===== src/verilog/zclk_pkg.sv =====
// shared types for the Z80 clock subsystem
// speed codes, bus status, phase strobes and clock edge strobes
// every module of the subsystem and the testbench import this package

package zclk_pkg;

	// default length of the continuous external I/O stall, in fclk cycles
	parameter int IO_WAIT_LEN_DEF = 12;

	// speed code, any code with the upper bit set runs at 14 MHz
	typedef enum logic [1:0]
	{
		TURBO_35  = 2'b00,
		TURBO_70  = 2'b01,
		TURBO_140 = 2'b10
	} turbo_t;

	// active low Z80 bus status
	typedef struct packed
	{
		logic mreq_n;
		logic iorq_n;
		logic m1_n;
		logic rfsh_n;
	} zbus_t;

	// one-hot phase strobes, c0 first
	typedef struct packed
	{
		logic c0;
		logic c1;
		logic c2;
		logic c3;
	} zphase_t;

	// single fclk pulses at the Z80 clock edges
	typedef struct packed
	{
		logic zpos;
		logic zneg;
	} zedge_t;

	// upper bit alone selects 14 MHz
	function automatic logic is_turbo14(input turbo_t t);
		return t[1];
	endfunction

endpackage


===== src/verilog/io_wait_gen.sv =====
// wait-state generator for external I/O cycles at 14 MHz
// a new I/O cycle seen at zpos starts a counter whose value shapes the stall
// stall pattern: IO_WAIT_LEN cycles high, one low, one high, then released

`timescale 1ns/10ps

module io_wait_gen #(
	parameter int IO_WAIT_LEN = 12
)
(
	input  logic              fclk,
	input  logic              rst_n,
	input  zclk_pkg::zbus_t   bus,
	input  logic              external_port,
	input  zclk_pkg::zedge_t  edges,
	input  zclk_pkg::turbo_t  int_turbo,
	output logic              io_stall
);

	import zclk_pkg::*;

	// last counter value, where the final re-stall cycle sits
	localparam logic [3:0] WAIT_END = 4'(IO_WAIT_LEN + 2);

	logic       io;
	logic       io_r;
	logic       io_start;
	logic [3:0] wait_cnt;

	// external I/O, not an interrupt acknowledge
	assign io = !bus.iorq_n && bus.m1_n && external_port;

	// io only rises once per cycle at a zpos
	assign io_start = io && !io_r && edges.zpos && is_turbo14(int_turbo) && (wait_cnt == 4'd0);

	always_ff @(posedge fclk or negedge rst_n)
	begin
		if (!rst_n)
		begin
			io_r     <= 1'b0;
			wait_cnt <= 4'd0;
			io_stall <= 1'b0;
		end
		else
		begin
			if (edges.zpos)
				io_r <= io;

			if (io_start)
				wait_cnt <= 4'd1;
			else if (wait_cnt == WAIT_END)
				wait_cnt <= 4'd0;
			else if (wait_cnt != 4'd0)
				wait_cnt <= wait_cnt + 4'd1;

			// brief release one step before the end, as the external wait sequence expects
			io_stall <= (wait_cnt != 4'd0) && (wait_cnt != 4'(IO_WAIT_LEN + 1));
		end
	end

endmodule


===== src/verilog/mem_slot_arb.sv =====
// memory slot arbiter for CPU cycles at 14 MHz
// an active mreq_n is a pending request, granted at the first c3 with a free DRAM slot
// the grant holds until mreq_n rises, the clock is stalled while the request waits

`timescale 1ns/10ps

module mem_slot_arb
(
	input  logic              fclk,
	input  logic              rst_n,
	input  zclk_pkg::zbus_t   bus,
	input  zclk_pkg::zphase_t phase,
	input  logic              dram_busy,
	input  zclk_pkg::turbo_t  int_turbo,
	output logic              cpu_grant,
	output logic              mem_stall
);

	import zclk_pkg::*;

	logic cpu_req;
	logic slot_free;

	// only 14 MHz cycles need a slot, slower modes always fit in
	assign cpu_req = !bus.mreq_n && is_turbo14(int_turbo);

	// c3 is the CPU slot, video takes it when dram_busy is high
	assign slot_free = phase.c3 && !dram_busy;

	always_ff @(posedge fclk or negedge rst_n)
	begin
		if (!rst_n)
		begin
			cpu_grant <= 1'b0;
		end
		else
		begin
			// set on a free slot, kept while the cycle lasts, dropped when mreq_n rises
			cpu_grant <= cpu_req && (cpu_grant || slot_free);
		end
	end

	// pending request holds the Z80 clock
	// combinational so the very next edge strobe is already suppressed
	assign mem_stall = cpu_req && !cpu_grant;

endmodule


===== src/verilog/phase_gen.sv =====
// free-running four-phase sequencer
// drives one-hot strobes c0..c3, one step per fclk, starting at c0 out of reset

`timescale 1ns/10ps

module phase_gen
(
	input  logic              fclk,
	input  logic              rst_n,
	output zclk_pkg::zphase_t phase
);

	// ring register, bit 3 is c0 and bit 0 is c3
	logic [3:0] ring;

	always_ff @(posedge fclk or negedge rst_n)
	begin
		if (!rst_n)
		begin
			ring <= 4'b1000;
		end
		else
		begin
			// rotate c0 -> c1 -> c2 -> c3 -> c0
			ring <= {ring[0], ring[3:1]};
		end
	end

	// field order of the struct matches the ring bits
	assign phase = ring;

endmodule


===== src/verilog/zclock.sv =====
// Z80 clock generator with three speeds and stall
// speed is latched at the falling edge of rfsh_n, sampled at zpos
// zpos and zneg are one-fclk strobes, zclk_out follows them on the fclk negedge
// zclk_out is inverted on the board, so zpos drives it low and zneg high

`timescale 1ns/10ps

module zclock
(
	input  logic              fclk,
	input  logic              rst_n,
	input  zclk_pkg::zphase_t phase,
	input  zclk_pkg::zbus_t   bus,
	input  zclk_pkg::turbo_t  turbo,
	input  logic              io_stall,
	input  logic              mem_stall,
	output zclk_pkg::zedge_t  edges,
	output zclk_pkg::turbo_t  int_turbo,
	output logic              zclk_out
);

	import zclk_pkg::*;

	logic old_rfsh_n;
	logic stall;
	logic clk14_src;
	logic half_c2;
	logic pre_zpos;
	logic pre_zneg;

	// speed switch only in refresh of M1
	always_ff @(posedge fclk or negedge rst_n)
	begin
		if (!rst_n)
		begin
			old_rfsh_n <= 1'b1;
			int_turbo  <= TURBO_35;
		end
		else if (edges.zpos)
		begin
			old_rfsh_n <= bus.rfsh_n;
			if (old_rfsh_n && !bus.rfsh_n)
				int_turbo <= turbo;
		end
	end

	assign stall = io_stall || mem_stall;

	// 14 MHz source toggles every fclk, frozen while stalled
	// every other c2 for 3.5 MHz, half_c2 flips at each c2
	always_ff @(posedge fclk or negedge rst_n)
	begin
		if (!rst_n)
		begin
			clk14_src <= 1'b0;
			half_c2   <= 1'b0;
		end
		else
		begin
			if (!stall)
				clk14_src <= !clk14_src;
			if (phase.c2)
				half_c2 <= !half_c2;
		end
	end

	// pre-edge selection per speed
	always_comb
	begin
		if (is_turbo14(int_turbo))
		begin
			pre_zpos = clk14_src;
			pre_zneg = !clk14_src;
		end
		else if (int_turbo == TURBO_70)
		begin
			// c2 and c0 are two fclk apart, period is 4
			pre_zpos = phase.c2;
			pre_zneg = phase.c0;
		end
		else
		begin
			// alternate c2 pulses, period is 8 with zneg midway
			pre_zpos = phase.c2 && !half_c2;
			pre_zneg = phase.c2 && half_c2;
		end
	end

	// strobes only when the clock level allows the edge
	always_ff @(posedge fclk or negedge rst_n)
	begin
		if (!rst_n)
		begin
			edges <= '0;
		end
		else
		begin
			edges.zpos <= !stall && pre_zpos && zclk_out;
			edges.zneg <= !stall && pre_zneg && !zclk_out;
		end
	end

	// negedge output gives some lead over the next fclk posedge
	always_ff @(negedge fclk or negedge rst_n)
	begin
		if (!rst_n)
			zclk_out <= 1'b0;
		else if (edges.zpos)
			zclk_out <= 1'b0;
		else if (edges.zneg)
			zclk_out <= 1'b1;
	end

endmodule


===== src/verilog/zclock_top.sv =====
// top level of the Z80 clock subsystem
// phase sequencer, I/O wait generator, memory slot arbiter and clock generator
// IO_WAIT_LEN sets the I/O stall length and is passed to the wait generator

`timescale 1ns/10ps

module zclock_top #(
	parameter int IO_WAIT_LEN = zclk_pkg::IO_WAIT_LEN_DEF
)
(
	input  logic              fclk,
	input  logic              rst_n,
	input  zclk_pkg::turbo_t  turbo,
	input  zclk_pkg::zbus_t   bus,
	input  logic              external_port,
	input  logic              dram_busy,
	output logic              zclk_out,
	output zclk_pkg::zedge_t  edges,
	output zclk_pkg::turbo_t  int_turbo,
	output logic              cpu_grant
);

	import zclk_pkg::*;

	zphase_t phase;
	logic    io_stall;
	logic    mem_stall;

	phase_gen phase_gen_i (
		.fclk  (fclk),
		.rst_n (rst_n),
		.phase (phase)
	);

	// stall source for external I/O
	io_wait_gen #(
		.IO_WAIT_LEN (IO_WAIT_LEN)
	) io_wait_gen_i (
		.fclk          (fclk),
		.rst_n         (rst_n),
		.bus           (bus),
		.external_port (external_port),
		.edges         (edges),
		.int_turbo     (int_turbo),
		.io_stall      (io_stall)
	);

	// stall source for DRAM slots
	mem_slot_arb mem_slot_arb_i (
		.fclk      (fclk),
		.rst_n     (rst_n),
		.bus       (bus),
		.phase     (phase),
		.dram_busy (dram_busy),
		.int_turbo (int_turbo),
		.cpu_grant (cpu_grant),
		.mem_stall (mem_stall)
	);

	zclock zclock_i (
		.fclk      (fclk),
		.rst_n     (rst_n),
		.phase     (phase),
		.bus       (bus),
		.turbo     (turbo),
		.io_stall  (io_stall),
		.mem_stall (mem_stall),
		.edges     (edges),
		.int_turbo (int_turbo),
		.zclk_out  (zclk_out)
	);

endmodule

===== config.mk =====
export PLATFORM = sky130hd
export DESIGN_NAME = zclock_top
export DESIGN_NICKNAME = d
export VERILOG_FILES = /design/src/verilog/zclk_pkg.sv /design/src/verilog/io_wait_gen.sv /design/src/verilog/mem_slot_arb.sv /design/src/verilog/phase_gen.sv /design/src/verilog/zclock.sv /design/src/verilog/zclock_top.sv
export SDC_FILE = /design/constraint.sdc
export NUM_CORES = 1
export LEC_CHECK = 0
export BUFFER_PORTS_ARGS = -buffer_cell sky130_fd_sc_hd__buf_4
export CAP_MARGIN = 25
export CORE_MARGIN = 4
export CORE_UTILIZATION = 54
export CTS_BUF_LIST = sky130_fd_sc_hd__clkbuf_8 sky130_fd_sc_hd__clkbuf_16
export DETAILED_ROUTE_END_ITERATION = 7
export PLACE_DENSITY = 0.83
export SLEW_MARGIN = 20
export SYNTH_ARGS = -nofsm -noshare
export SYNTH_HDL_FRONTEND = slang
export SYNTH_SLANG_ARGS = --single-unit

===== constraint.sdc =====
create_clock -name fclk -period 2.5 [get_ports fclk]
set_clock_uncertainty 0.15 [all_clocks]
set_input_delay 0.125 -clock fclk [delete_from_list [all_inputs] [get_ports fclk]]
set_output_delay 0.125 -clock fclk [all_outputs]
set_load 0.03 [all_outputs]

==> impl_metrics.yaml, run 1 <==
critical_path:
  crit_path_end_kind: "output port"
  crit_type: "reg -> out"
  r2r_end: "zclock_i.edges[0]$_DFF_PN0_"
  critPathLaunchType: "register"
  reg2reg_depth: 1
  crit_path_cell_trace: "buf_4"
  critPathSlowestCell: "dfrtn_1"
  crit_required_ns: 2.23
  path_delay_family: "flip-flops"
  regToRegSetupSlack_ns: 0.31
  cp_num_buf_inv: 1
  cp_max_fo: 4
  arrival_ns: 2.15
  rr_startpoint: "zclock_i.zclk_out$_DFFE_NN0P_"
  max_stage_delay_ns: 0.45
place:
  dp_hpwl_um: 969
  gp_congestion: 0.672
  dp.cells: 89
  portBuffers: 15
  pre_cts_slack_ns: 0.357
grt:
  antenna_found_initial: 0
  grt.total_usage_pct: 16.8
  grt_max_degree: 20
  overflow: 0
  grt_pass1_vias: 523
  grt_first_pass_wirelength_um: 2370
floorplan:
  die_area_um2: 2060
  die-width_um: 45.4
  fp.dieH_um: 45.4
  ios: 16
  rows: 13
  initial_core_util_pct: 57.4
  core_area_um2: 1320
power:
  leakagePower_nw: 0.487
  power_density_nw_per_um2: 555
  power_mw: 0.537
  vdd_drop_max_uv: 386
layout:
  final_cell_mix: "dfrtp_1, buf_4, nand2_1"
  fill_cells: 81
  final_common_cell: "dfrtp_1"
  fin_cells: 98
  nNetsFinal: 94
  diodes: 0
  fin_util_pct: 73.5
  drive_gt1_share_pct: 31.3
  area_growth_syn_to_layout_pct: 28.1
route:
  viasPerCell: 5.37
  drc: 0
  drtPass1Iterations: 4
  final_antenna_net_count: 0
  routedWlPerCell_um: 14.3
  vias: 526
  wirelength_um: 1400
  drtIter0Drc: 6
sta:
  worst-slew-pin-transition_ns: 0.273
  rsz0062_at_grt: "no"
  slew_viol_final: 0
  hold_violations: 0
  relSlewSlack_pct: 81.8
  finalSetupViolations: 0
  fin_ws_ns: 0.0728
  setup_tns_ns: 0
clock_tree:
  cts_resized: 0
  clkSinkCount: 19
  cts_tree: "yes"
  clk_path_buf_depth: 2
  clk_pin_slew_ns: 0.07
  clk_latency_ns: 0.26
  h-tree-depth: 1
  cts-root-buf: "clkbuf_8"
  cts_made_buffers: 3
hold_path:
  worstHoldStart: "dram_busy"
  whs_path_depth: 4
  hold_path.class: "in -> reg"
  hold_end: "mem_slot_arb_i.cpu_grant$_DFF_PN0_"
logic_synthesis:
  syn_nets: 71
  synth_top_area_share_pct: 53.0
  yosysSeqAreaShare_pct: 63.2
  synth_area_per_cell_um2: 12.4
  syn_area_um2: 756
  synth_cell_types: 27
  ys_seq_elements: 19
  syn_inst: 61
  yosys-top-cells-area: "dfrtp_1, dfstp_2, mux2_2"
  yosys_warnings: 0
  synth_area_leader_cell: "dfrtp_1"
job:
  maxCapViolCount: 0
outcome:
  status: "complete, no violations"
[metrics by stage]
step / instance area (um2) / hold slack, ns
floorplan: 756 / -0.321
global placement: 872 / -0.144
detailed placement: 872 / -0.144
CTS: 968 / 0.0442
global route: 968 / 0.0634
finish: 968 / 0.0474
[routing by layer]
layer | up-vias | share of wire (%) | global-route usage (%)
met3 | 2 | 6.1 | 3.95
met4 | 0 | 0.71 | 7.02
met2 | 18 | 46 | 25.1
met5 | - | 0 | 0
li1 | 254 | - | -
met1 | 252 | 47 | 23.4
[Yosys cell counts, drive strengths merged]
| cell | number |
|---|---|
| a21oi | 2 |
| nor2b | 1 |
| and3 | 1 |
| mux2 | 4 |
| nor2 | 3 |
| clkbuf | 1 |
| dfrtn | 1 |
| mux2i | 1 |
| inv | 1 |
| and3b | 1 |
| nor3b | 2 |
| nand4b | 1 |
| nand3b | 1 |
| dfstp | 2 |
| o21ai | 4 |
| nand2 | 7 |
| a21o | 1 |
| dfrtp | 16 |
| nor3 | 1 |
| nand3 | 1 |
| a31o | 1 |
| and4bb | 1 |
| buf | 1 |
| a221oi | 1 |
| nand2b | 2 |
| xor2 | 2 |
| or3 | 1 |
[cell type report]
type,count,area (um2),area share (%)
clock buffers,3,41.3,4.26
flip-flops and latches,19,478,49.4
clock inverters,1,5.00,0.517
well taps,15,18.8,1.94
repair buffers,20,163,16.8
inverters,1,3.75,0.388
multi-input cells,39,259,26.7
[power breakdown]
group / internal, mW / switching (mW)
registers: 0.308 / 0
clock network: 0.110 / 0.0953
logic: 0.0148 / 0.00908
total: 0.433 / 0.104
[worst max path at each step]
stage | cells after the start | slack [ns] | from | to
detailed placement | 1 | 0.36 | zclock_i.zclk_out$_DFFE_NN0P_ | zclock_i.edges[0]$_DFF_PN0_
global route | 1 | 0.03 | zclock_i.zclk_out$_DFFE_NN0P_ | zclk_out
floorplan | 1 | 0.19 | zclock_i.zclk_out$_DFFE_NN0P_ | zclock_i.edges[0]$_DFF_PN0_
global placement | 1 | 0.38 | zclock_i.zclk_out$_DFFE_NN0P_ | zclock_i.edges[0]$_DFF_PN0_
finish | 1 | 0.07 | zclock_i.zclk_out$_DFFE_NN0P_ | zclk_out
CTS | 1 | 0.07 | zclock_i.zclk_out$_DFFE_NN0P_ | zclk_out
[sequential cells by signal, summed over array words and instances (netlist names)]
name / flops
io_wait_gen_i.io_stall: 1
zclock_i.old_rfsh_n: 1
zclock_i.clk14_src: 1
zclock_i.int_turbo: 2
io_wait_gen_i.io_r: 1
zclock_i.edges: 2
mem_slot_arb_i.cpu_grant: 1
zclock_i.half_c2: 1
phase_gen_i.phase: 4
io_wait_gen_i.wait_cnt: 4
zclock_i.zclk_out: 1
[cells by family after synthesis]
family,after synthesis,share of synthesized area (%)
multiplexers,5,7.28
buffers and inverters,3,2.48
flip-flops,19,63.2
AO/OA/AOI/OAI,9,7.29
AND/OR/NAND/NOR,23,17.4
XOR/XNOR,2,2.32
[what timing repair did]
| action | in CTS | in global routing |
|---|---|---|
| hold endpoints to repair | 22 | 0 |
| setup buffers | 0 | 0 |
| hold buffers | 5 | 0 |
(Power assumes the default switching activity.)
==> run 2: changes to the inputs <==
Settings changed: HOLD_SLACK_MARGIN set to 0.06, SYNTH_HIERARCHICAL set to 1.
==> impl_metrics.yaml, run 2 <==
critical_path:
  crit_path_end_kind: "output port"
  crit_path_cell_trace: "buf_4"
  max_stage_delay_ns: 0.46
  regToRegSetupSlack_ns: 0.31
  crit_required_ns: 2.23
  cp_num_buf_inv: 1
  reg2reg_depth: 1
  critPathSlowestCell: "dfrtn_1"
  cp_max_fo: 4
  arrival_ns: 2.16
  crit_type: "reg -> out"
  path_depth: 1
  critPathLaunchType: "register"
  path_delay_family: "flip-flops"
sta:
  slew_viol_final: 0
  fin_ws_ns: 0.0677
  worst-slew-pin-transition_ns: 0.275
  whs_ns: 0.0981
  rsz0062_at_grt: "no"
  finalSetupViolations: 0
  relSlewSlack_pct: 81.5
  hold_violations: 0
  setup_tns_ns: 0
clock_tree:
  clk_pin_slew_ns: 0.07
  clkSinkCount: 19
  clk_path_buf_depth: 2
  clk_latency_ns: 0.27
  cts-root-buf: "clkbuf_8"
  cts_made_buffers: 3
  cts_tree: "yes"
  h-tree-depth: 1
  cts_setup_buffers: 0
  cts_resized: 0
layout:
  final_common_cell: "dfrtp_1"
  nNetsFinal: 98
  fin_util_pct: 75.8
  drive_gt1_share_pct: 28.7
  fill_cells: 98
  final_cell_mix: "dfrtp_1, buf_4, nand2_1"
  area_growth_syn_to_layout_pct: 32.2
  diodes: 0
grt:
  grt_pass1_vias: 583
  grt.total_usage_pct: 18.0
  overflow: 0
  grt_first_pass_wirelength_um: 2460
  antenna_found_initial: 0
  grt_max_degree: 20
route:
  drtIter0Drc: 6
  drc: 0
  routedWlPerCell_um: 14.6
  viasPerCell: 5.56
  vias: 567
  final_antenna_net_count: 0
  drtPass1Iterations: 4
  wirelength_um: 1490
logic_synthesis:
  async_reset_ff_share_pct: 100
  syn_nets: 72
  synth-edff-count: 0
  yosysSeqAreaShare_pct: 64.1
  yosys_warnings: 6
  ys_seq_elements: 19
  synth_area_per_cell_um2: 12.0
  synth_cell_types: 23
  synthTopCellsByCount: "dfrtp_1, nand2_1, nor2_1"
  synth_area_leader_cell: "dfrtp_1"
  synth-main-ff-cell: "dfrtp_1"
  syn_inst: 62
  post-synth-top-count-cell: "dfrtp_1"
  synth_top_area_share_pct: 53.7
  syn_area_um2: 746
  yosys-top-cells-area: "dfrtp_1, dfstp_2, nand2_1"
outcome:
  status: "complete, no violations"
place:
  dp_hpwl_um: 1000
  portBuffers: 15
  pre_cts_slack_ns: 0.328
  gp_congestion: 0.780
hold_path:
  whs_path_depth: 3
  hold_path.class: "in -> reg"
floorplan:
  fp.dieH_um: 45.2
  ios: 16
  core_area_um2: 1300
  die_area_um2: 2040
  rows: 13
  die-width_um: 45.2
  initial_core_util_pct: 57.3
power:
  leakagePower_nw: 0.482
  vdd_drop_max_uv: 428
  power_density_nw_per_um2: 559
  power_mw: 0.551
job:
  maxCapViolCount: 0
[run 2: path summary, 6_finish.rpt]
check,start,to
worst min-delay path,bus[2],io_wait_gen_i/io_r$_DFFE_PN0P_
min in group asynchronous,rst_n,zclock_i/int_turbo[0]$_DFFE_PN0P_
worst max-delay path,zclock_i/zclk_out$_DFFE_NN0P_,zclk_out
worst min register to register,phase_gen_i/phase[2]$_DFF_PN0_,phase_gen_i/phase[1]$_DFF_PN0_
max in group asynchronous,rst_n,zclock_i/zclk_out$_DFFE_NN0P_
worst max register to register,zclock_i/zclk_out$_DFFE_NN0P_,zclock_i/edges[0]$_DFF_PN0_
[run 2: area by class of cell]
class / count / area (um2) / share of cell area (%)
multi-input cells: 42 / 264 / 26.8
clock inverters: 1 / 7.51 / 0.761
clock buffers: 3 / 41.3 / 4.19
flip-flops and latches: 19 / 478 / 48.5
inverters: 1 / 3.75 / 0.381
well taps: 15 / 18.8 / 1.90
repair buffers: 21 / 173 / 17.5
[run 2: what timing repair did]
action,in CTS,in global routing
endpoints found under the setup margin,0,0
endpoints found under the hold margin,22,0
hold buffers,6,0
[run 2: report_power, final]
group          switching, mW  internal [mW]  leakage [nW]
Sequential                 0          0.307         0.259
Combinational        0.00956         0.0149         0.202
Clock                  0.107          0.112        0.0217
Total                  0.117          0.435         0.482
[run 2: routing by layer]
layer	global-route usage (%)	wire length, um	up-vias
met1	19.4	564	278
met5	0	0	-
li1	-	-	265
met4	14.0	59	0
met2	29.1	787	16
met3	5.18	80	8
[run 2: kinds of logic (layout without fill, tap and decap cells)]
family,Yosys count,count (layout),synth area share [%]
simple gates,24,24,16.3
flops,19,19,64.1
compound gates,11,11,9.23
mux,5,5,7.55
xor+xnor,2,2,2.35
buf+inv,1,26,0.503
[run 2: per-stage QoR]
step / instance area [um2] / instances
floorplan: 746 / 62
global placement: 877 / 92
detailed placement: 877 / 92
CTS: 986 / 102
global route: 986 / 102
finish: 986 / 102
